--- config.mk ---
export PLATFORM = sky130hd
export DESIGN_NAME = dump_unit
export DESIGN_NICKNAME = d
export VERILOG_FILES = /design/src/verilog/keccak_pkg.sv /design/src/verilog/countern.sv /design/src/verilog/piso_buffer.sv /design/src/verilog/dump_datapath.sv /design/src/verilog/dump_control.sv /design/src/verilog/dump_unit.sv
export SDC_FILE = /design/constraint.sdc
export NUM_CORES = 2
export LEC_CHECK = 0
export ABC_AREA = 1
export BUFFER_PORTS_ARGS = -buffer_cell sky130_fd_sc_hd__clkbuf_2
export CORE_AREA = 8 8 567 569
export DETAILED_ROUTE_END_ITERATION = 8
export DIE_AREA = 0 0 575 577
export PLACE_DENSITY = 0.55
export SYNTH_ARGS = -nofsm -noshare
export SYNTH_HDL_FRONTEND = slang
export SYNTH_HIERARCHICAL = 1
export SYNTH_SLANG_ARGS = --single-unit
--- constraint.sdc ---
create_clock -name clk -period 54.1 [get_ports clk]
set_input_delay 10.82 -clock clk [delete_from_list [all_inputs] [get_ports clk]]
set_output_delay 10.82 -clock clk [all_outputs]
set_load 0.05 [all_outputs]
--- src/verilog/keccak_pkg.sv ---
package keccak_pkg;

    // Output word geometry
    localparam int unsigned w            = 64;
    localparam int unsigned w_byte_size  = 8;
    localparam int unsigned w_bit_width  = 6;
    localparam int unsigned w_byte_width = 3;

    // Rate of each SHAKE variant in bits
    localparam int unsigned RATE_SHAKE128 = 1344;
    localparam int unsigned RATE_SHAKE256 = 1088;

    // Operation mode codes
    localparam logic [1:0] SHAKE128_MODE_VEC = 2'b00;
    localparam logic [1:0] SHAKE256_MODE_VEC = 2'b01;

    // Word count field wide enough for 21 words per block
    localparam int unsigned REM_WORDS_WIDTH = 6;

    // Remaining output length seen as a bit count or split into
    // words and bytes within a block
    typedef union packed {
        logic [31:0] bits;
        struct packed {
            logic [31-REM_WORDS_WIDTH-w_bit_width:0] upper;
            logic [REM_WORDS_WIDTH-1:0]              words;
            logic [w_byte_width-1:0]                 bytes;
            // Always zero since lengths are whole bytes
            logic [w_bit_width-w_byte_width-1:0]     sub_byte;
        } fields;
    } remaining_size_u;

endpackage

--- src/verilog/countern.sv ---
`timescale 1ns/100ps

module countern #(
    parameter int WIDTH = 5
) (
    input  logic             clk,
    input  logic             rst_n,
    input  logic             load_max,
    input  logic             en,
    input  logic [WIDTH-1:0] max_count,
    output logic             count_last
);

    logic [WIDTH-1:0] count;

    // Down counter where a load wins over a step
    always_ff @(posedge clk) begin
        if (!rst_n) begin
            count <= '0;
        end else if (load_max) begin
            count <= max_count - 1'b1;
        end else if (en) begin
            count <= count - 1'b1;
        end
    end

    // Last count reached when the counter sits at zero
    assign count_last = (count == '0);

endmodule

--- src/verilog/piso_buffer.sv ---
`timescale 1ns/100ps

module piso_buffer #(
    parameter int WIDTH = 64,
    parameter int DEPTH = 21
) (
    input  logic                   clk,
    input  logic                   rst_n,
    input  logic                   write_enable,
    input  logic                   shift_enable,
    input  logic [WIDTH*DEPTH-1:0] data_i,
    output logic [WIDTH-1:0]       data_o
);

    logic [WIDTH-1:0] buffer [DEPTH];

    always_ff @(posedge clk) begin
        if (!rst_n) begin
            for (int i = 0; i < DEPTH; i++) begin
                buffer[i] <= '0;
            end
        end else if (write_enable) begin
            // Word k comes from bits 64k+63 down to 64k
            for (int i = 0; i < DEPTH; i++) begin
                buffer[i] <= data_i[i*WIDTH +: WIDTH];
            end
        end else if (shift_enable) begin
            for (int i = 0; i < DEPTH - 1; i++) begin
                buffer[i] <= buffer[i+1];
            end
            buffer[DEPTH-1] <= '0;
        end
    end

    // Head of the buffer is always the next word out
    assign data_o = buffer[0];

endmodule

--- src/verilog/dump_datapath.sv ---
`timescale 1ns/100ps

module dump_datapath
    import keccak_pkg::*;
#(
    parameter int DEPTH = 21
) (
    input  logic                     clk,
    input  logic                     rst_n,

    // Block from the permutation and request info
    input  logic [RATE_SHAKE128-1:0] rate_output,
    input  remaining_size_u          remaining_size,
    input  logic [1:0]               operation_mode,

    // Strobes from the controller
    input  logic                     output_buffer_we,
    input  logic                     last_output_block,
    input  logic                     output_buffer_shift_en,
    input  logic                     output_counter_load,
    input  logic                     valid_bytes_enable,

    output logic                     last_word_from_block,
    output logic [w-1:0]             data_o
);

    logic [4:0]                 max_buffer_depth;
    logic [REM_WORDS_WIDTH-1:0] remaining_valid_words;
    logic [REM_WORDS_WIDTH-1:0] extra_valid_word;
    logic [w_byte_width-1:0]    remaining_valid_bytes;
    logic [w_byte_width-1:0]    valid_bytes_q;
    logic [w-1:0]               buffer_output;
    logic [w_byte_size-1:0]     zero_mask_sel;

    // Words left in the current block
    countern #(
        .WIDTH(5)
    ) output_counter (
        .clk        (clk),
        .rst_n      (rst_n),
        .load_max   (output_counter_load),
        .en         (output_buffer_shift_en),
        .max_count  (max_buffer_depth),
        .count_last (last_word_from_block)
    );

    piso_buffer #(
        .WIDTH(w),
        .DEPTH(DEPTH)
    ) output_buffer (
        .clk          (clk),
        .rst_n        (rst_n),
        .write_enable (output_buffer_we),
        .shift_enable (output_buffer_shift_en),
        .data_i       (rate_output),
        .data_o       (buffer_output)
    );

    // Final block may end in a partial word
    assign remaining_valid_bytes = remaining_size.fields.bytes;
    assign extra_valid_word      = (remaining_valid_bytes != '0) ? 6'd1 : 6'd0;
    assign remaining_valid_words = remaining_size.fields.words + extra_valid_word;

    always_comb begin
        if (last_output_block) begin
            max_buffer_depth = remaining_valid_words[4:0];
        end else if (operation_mode == SHAKE256_MODE_VEC) begin
            max_buffer_depth = 5'd17;
        end else begin
            max_buffer_depth = 5'd21;
        end
    end

    // Byte count only matters for the final block
    always_ff @(posedge clk) begin
        if (!rst_n) begin
            valid_bytes_q <= '0;
        end else if (valid_bytes_enable) begin
            valid_bytes_q <= last_output_block ? remaining_valid_bytes : '0;
        end
    end

    // Keep the top n bytes of the last word and zero the rest
    assign zero_mask_sel = (last_word_from_block && valid_bytes_q != '0) ?
                           (8'hFF >> valid_bytes_q) : '0;

    always_comb begin
        for (int i = 0; i < w_byte_size; i++) begin
            data_o[i*8 +: 8] = zero_mask_sel[i] ? 8'h00 : buffer_output[i*8 +: 8];
        end
    end

endmodule

--- src/verilog/dump_control.sv ---
`timescale 1ns/100ps

module dump_control
    import keccak_pkg::*;
(
    input  logic            clk,
    input  logic            rst_n,

    // Request and block source
    input  logic            start,
    input  logic [31:0]     output_size,
    input  logic [1:0]      operation_mode,
    input  logic            block_valid,
    output logic            block_request,

    // Stream status
    output logic            data_valid,
    output logic            done,
    output logic            busy,

    // Datapath control
    input  logic            last_word_from_block,
    output logic            output_buffer_we,
    output logic            output_buffer_shift_en,
    output logic            output_counter_load,
    output logic            valid_bytes_enable,
    output logic            last_output_block,
    output remaining_size_u remaining_size,
    output logic [1:0]      mode_q
);

    localparam logic [1:0] ST_IDLE    = 2'd0;
    localparam logic [1:0] ST_REQUEST = 2'd1;
    localparam logic [1:0] ST_STREAM  = 2'd2;
    localparam logic [1:0] ST_FINISH  = 2'd3;

    logic [1:0]  state;
    logic [1:0]  state_next;
    logic [31:0] rate_bits;
    logic        block_load;
    logic        block_end;

    assign rate_bits = (mode_q == SHAKE256_MODE_VEC) ? 32'(RATE_SHAKE256) : 32'(RATE_SHAKE128);

    // Block is taken in the same cycle it is offered
    assign block_load = (state == ST_REQUEST) && block_valid;
    assign block_end  = (state == ST_STREAM) && last_word_from_block;

    // Final block once the rest fits in one rate
    assign last_output_block = (remaining_size.bits <= rate_bits);

    always_comb begin
        state_next = state;
        case (state)
            ST_IDLE: begin
                if (start) begin
                    state_next = ST_REQUEST;
                end
            end
            ST_REQUEST: begin
                if (block_valid) begin
                    state_next = ST_STREAM;
                end
            end
            ST_STREAM: begin
                if (last_word_from_block) begin
                    state_next = last_output_block ? ST_FINISH : ST_REQUEST;
                end
            end
            default: begin
                state_next = ST_IDLE;
            end
        endcase
    end

    always_ff @(posedge clk) begin
        if (!rst_n) begin
            state <= ST_IDLE;
        end else begin
            state <= state_next;
        end
    end

    // Remaining bits shrink by one rate per full block
    always_ff @(posedge clk) begin
        if (!rst_n) begin
            mode_q              <= SHAKE128_MODE_VEC;
            remaining_size.bits <= '0;
        end else if (state == ST_IDLE && start) begin
            mode_q              <= operation_mode;
            remaining_size.bits <= output_size;
        end else if (block_end && !last_output_block) begin
            remaining_size.bits <= remaining_size.bits - rate_bits;
        end
    end

    assign block_request          = (state == ST_REQUEST);
    assign data_valid             = (state == ST_STREAM);
    assign output_buffer_shift_en = (state == ST_STREAM);
    assign done                   = (state == ST_FINISH);
    assign busy                   = (state != ST_IDLE);

    // Buffer, word counter and byte count all load together
    assign output_buffer_we    = block_load;
    assign output_counter_load = block_load;
    assign valid_bytes_enable  = block_load;

endmodule

--- src/verilog/dump_unit.sv ---
`timescale 1ns/100ps

module dump_unit
    import keccak_pkg::*;
#(
    parameter int DEPTH = 21
) (
    input  logic                     clk,
    input  logic                     rst_n,

    // Squeeze request
    input  logic                     start,
    input  logic [31:0]              output_size,
    input  logic [1:0]               operation_mode,

    // Rate blocks from the permutation
    input  logic [RATE_SHAKE128-1:0] rate_block,
    input  logic                     block_valid,
    output logic                     block_request,

    // Output stream
    output logic [w-1:0]             data_o,
    output logic                     data_valid,
    output logic                     done,
    output logic                     busy
);

    logic            output_buffer_we;
    logic            output_buffer_shift_en;
    logic            output_counter_load;
    logic            valid_bytes_enable;
    logic            last_output_block;
    logic            last_word_from_block;
    remaining_size_u remaining_size;
    logic [1:0]      mode_q;

    dump_control control (
        .clk                    (clk),
        .rst_n                  (rst_n),
        .start                  (start),
        .output_size            (output_size),
        .operation_mode         (operation_mode),
        .block_valid            (block_valid),
        .block_request          (block_request),
        .data_valid             (data_valid),
        .done                   (done),
        .busy                   (busy),
        .last_word_from_block   (last_word_from_block),
        .output_buffer_we       (output_buffer_we),
        .output_buffer_shift_en (output_buffer_shift_en),
        .output_counter_load    (output_counter_load),
        .valid_bytes_enable     (valid_bytes_enable),
        .last_output_block      (last_output_block),
        .remaining_size         (remaining_size),
        .mode_q                 (mode_q)
    );

    // Mode comes from the latched copy rather than the raw input
    dump_datapath #(
        .DEPTH(DEPTH)
    ) datapath (
        .clk                    (clk),
        .rst_n                  (rst_n),
        .rate_output            (rate_block),
        .remaining_size         (remaining_size),
        .operation_mode         (mode_q),
        .output_buffer_we       (output_buffer_we),
        .last_output_block      (last_output_block),
        .output_buffer_shift_en (output_buffer_shift_en),
        .output_counter_load    (output_counter_load),
        .valid_bytes_enable     (valid_bytes_enable),
        .last_word_from_block   (last_word_from_block),
        .data_o                 (data_o)
    );

endmodule

; ---- Yosys cells after proc, flatten, opt, wreduce, memory -nomap -nowiden
; Memory sizes are Yosys's and may differ from the RTL's.
; Index checks and enable logic that the tools add are counted.
[word_totals]
ff_bits = 44
mem_bits_rw = 1344
inputBits = 1382
output_inout_bits = 68
memories = 1
[op_classes]
add_sub_neg = 4
n_lt_le_gt_ge = 1
n_eq_ne = 7
shifts = 1
mux = 73
n_bitwise = 42
n_reduce_logical = 14
[mem_list]
columns = name, depth, width, rd, rd_ports_with_merged_regs, wr, line_no
row1 = datapath.output_buffer.buffer, 21, 64, 21, 0, 21, piso_buffer.sv:15  ; logic [WIDTH-1:0] buffer [DEPTH];
[ops]
columns = cell, n
row1 = 64-bit 2-to-1 mux, 42
row2 = 8-bit 2-to-1 mux, 9
row3 = 32-bit 2-to-1 mux, 2
row4 = 1-bit OR, 42
row5 = 32-bit by 11-bit <= comparator with 1-bit output, 1
row6 = 32-bit by 11-bit subtractor with 32-bit output, 1
row7 = 5-bit 2-to-1 mux, 3
row8 = 5-bit by 1-bit subtractor with 5-bit output (second input constant), 2
row9 = 1-bit 2-to-1 mux, 9
row10 = 9-bit 2-to-1 mux, 1
row11 = 2-bit 2-to-1 mux, 4
row12 = 8-bit by 3-bit >> shifter with 8-bit output (first input constant), 1
row13 = 3-bit 2-to-1 mux, 2
row14 = 2-bit case mux with 3 select lines, 1
row15 = 2-bit nonzero test, 3
row16 = 3-bit nonzero test, 2
row17 = 5-bit adder, 1
row18 = 1-bit logical AND, 5
row19 = 5-bit logical NOT, 1
row20 = 2-bit by 1-bit equality test with 1-bit output (second input constant), 2
row21 = 2-bit equality test (second input constant), 2
row22 = 2-bit inequality test (second input constant), 2
row23 = 3-bit AND reduction, 1
row24 = 2-bit logical NOT, 1
row25 = 2 further kinds, 2

; ---- Longest topological paths before layout
[logic_depth]
depth_word = 7
mapped_depth = 23
mapped_depth_nobuf = 22

; ---- By module
; Netlist, hierarchy kept.
[modules_own_cells]
columns = module, instances, cells_per_inst, area_each_um2, seq_area_each_um2
row1 = piso_buffer, 1, 8998, 73644.4, 40358.7
row2 = dump_control, 1, 426, 2499.9, 720.7
row3 = dump_datapath, 1, 163, 788.3, 60.1
row4 = countern, 1, 63, 410.4, 100.1

; ---- Worst setup path before layout
; No wires, ideal clock.
[synth_path]
path_type = input to register
startpoint = input port block_valid
endpoint = memory datapath.output_buffer.buffer[0][0] (enable)
setup_time_ns = 11.858
arrival_time_ns = 39.880
t_required_ns = 42.242
slack_ns = 2.361
stages = 7
path_buffers = 2
path_cell_list = inv_1 -> nor2_1 -> inv_2 -> nand2_1 -> buf_2 -> clkbuf_1 -> nand3_1
[synth_rtl]
columns = item, line_no
row1 = start: declaration, dump_unit.sv:18  ; input logic block_valid,
row2 = end: declaration, piso_buffer.sv:15

==> flow_summary.ini <==
[grt]
grt_max_degree = 202
met1_usage = 0.216
grt_pass1_vias = 63989
antenna_found_initial = 114
top_usage_layer = met2
use_met2 = 0.322
grt_pass1_wl_mm = 453
globalRoute.totalOverflow = 0
use_met3 = 0.0369
grt_util_all_layers = 0.185

[clock_tree]
clock_sinks = 1388
root_buffer = clkbuf_16
cts_buffer_depth = 4
post-cts-setup-buffer-count = 0
cts_tree = done
clkTransAtPathRegs_ns = 0.06
post_cts_resized = 0
cts_max_level = 4
clock_latency_ns = 0.86
holdBufCountCts = 0
numCtsBuffers = 173

[timing]
period_share = 0.317
fin_skew_ns = 0.0800
layout_min_cycle_time_ns = 17.14
hold_viol = 0
slew_viol_final = 0
setup_viol = 0
tns_ns = 0
relSlewSlack = 0.209
whs_ns = 0.457
max_freq_mhz = 58.3
rsz0062_at_grt = false
tightest_slew_ns = 1.19

[synthesis]
post-synth-top-count-cell = inv_1
synth_edf_count = 1344
synth-seq-cells = 1388
syn_avg_cell_area_sq_um = 8.01
synth_commonest_cells = inv_1 (3157), nand2_1 (1901), edfxtp_1 (1344)
async_reset_ff_frac = 0
netlist_instances = 9650
synth_ff_type = edfxtp_1
yosys_warnings = 6
synthDistinctLibCells = 40
synthesis.area_sq_mm = 0.0773
yosys.area.top_type = edfxtp_1
synth_top_area_share = 0.522
synth_nets = 11038
seq_area_frac_synth = 0.533
synth_area_leaders = edfxtp_1 (52%), inv_1 (15%), nand2_1 (9.2%), nand4_1 (8.1%), o21ai_1 (5.2%)

[pwr]
leakagePower_uw = 0.0495
vdd_drop_max_uv = 27.4
power.share.combinational = 0.240
power_uw = 3610
clock_power_share = 0.312
p_sw_uw = 1240
seq_power_share = 0.448
internal-power_uw = 2370
power_density_mw_per_mm2 = 38.9
p_sw_frac = 0.344

[floorplanning]
placementRows = 206
ios = 1450
die_w_microns = 575
dieArea_sq_mm = 0.332
die_h_microns = 577
core_area_sq_mm = 0.313
start_util = 0.247

[routing]
wirelength_mm = 323
vias = 65821
routedWlPerCell_microns = 21.6
drt-initial-drc-count = 5882
drc = 0
dr.pass1.iters = 6
antenna_left = 0
vias_per_cell = 4.39

[placement]
place_congestion = 0.926
dp.cells = 14623
io_buffers = 1449
dp_hpwl_mm = 240

[worst_setup_path]
end_kind = register
criticalPathCategory = primary input to register
r2r_cells = 10
required_ns = 54.53
startpoint = block_valid
worstPathMaxFanout = 78
arrival_ns = 17.57
rr_startpoint = control/state[0]$_SDFFE_PN0P_
start_kind = primary input

[run]
max_cap_viol_count = 0

[outcome]
outcome = finished, final reports clean

[layout]
fillers = 34090
fin_nets = 12026
post_route_cells_drive_above_1_share = 0.170
stdcell_count = 14995
area_delta_synth_final_pct = 19.9

[worst_hold_path]
hp-class = register to register
timing.hold.worst_path_depth = 2
hp-start = datapath/output_buffer/buffer[0][1241]$_SDFFCE_PN0P_
==> through the flow <==
step	utilization	setup slack, ns	area (sq um)
6_report	0.296	36.96	92700
5_1_grt	0.296	36.48	92700
4_1_cts	0.296	36.85	92600
3_5_place_dp	0.279	35.97	87200
3_3_place_gp	0.279	35.94	87200
2_1_floorplan	-	2.36	77300
==> state kept, by name (all words and copies together) (netlist names) <==
name	cells
control/mode_q	2
control/state	2
datapath/valid_bytes_q	3
datapath/output_buffer/buffer	1344
control/remaining_size	32
datapath/output_counter/count	5
==> layout make-up <==
class                      instances  area [sq um]  share of cell area
timing repair buffer            1540          8050              0.0868
clock inverter                    94           830             0.00895
multi-input combinational       4370         20800               0.225
tap                             4160          5200              0.0561
sequential                      1388         41200               0.445
inverter                        3165         11900               0.128
clock buffer                     212          4510              0.0486
antenna                           66           165             0.00178
==> metal layers <==
metal	share of wire	vias up	routed length [microns]
met1	0.38	30608	123000
li1	-	32044	-
met5	0.0011	-	362
met3	0.069	611	22200
met2	0.49	2500	159000
met4	0.056	58	18200
==> final timing paths <==
check	slack (ns)	endpoint
max	36.96	datapath/output_buffer/buffer[0][364]$_SDFFCE_PN0P_
min	0.46	datapath/output_buffer/buffer[0][1177]$_SDFFCE_PN0P_
max reg2reg	46.59	datapath/output_buffer/buffer[0][364]$_SDFFCE_PN0P_
min reg2reg	0.46	datapath/output_buffer/buffer[0][1177]$_SDFFCE_PN0P_
==> critical path, cell delays in order <==
cell	delay [ns]
clkbuf_2	0.13
inv_1	0.06
nor2_2	0.87
inv_8	0.33
buf_4	0.46
nand3_4	0.82
buf_4	0.55
buf_4	0.83
buf_4	0.89
buf_4	0.75
buf_4	0.72
==> cells by family after synthesis <==
family | after synthesis | share of synthesized area
buffers and inverters | 3892 | 0.198
adder cells (fa/ha/maj) | 6 | 0.000971
flip-flops | 1388 | 0.533
XOR/XNOR | 6 | 0.000679
AO/OA/AOI/OAI | 1084 | 0.0706
AND/OR/NAND/NOR | 3274 | 0.196
==> placed cells by master (no fill, tap or decap), types with 9 or more instances in the layout <==
cell type and instances:
clkbuf_1 36, inv_6 11, clkinv_2 30, nor2_1 170, nand2_2 13, diode_2 66
edfxtp_1 1344, buf_4 83, nand3_1 163, dfxtp_1 44, inv_1 3157, o21ai_1 805
nand4_1 997, o21ai_0 245, nand2_1 1899, a21boi_0 9, a21oi_1 19, clkbuf_2 1448
clkbuf_16 173, clkinv_1 32
==> power groups by stage <==
| stage | logic (uW) | clock network (uW) | registers, uW |
|---|---|---|---|
| 5_1_grt | 967 | 1190 | 1640 |
| 3_5_place_dp | 874 | 0 | 1650 |
| 2_1_floorplan | 590 | 0 | 1900 |
| 3_3_place_gp | 867 | 0 | 1640 |
| 4_1_cts | 877 | 1160 | 1620 |
| 6_report | 865 | 1130 | 1620 |
(Power assumes the default switching activity.)
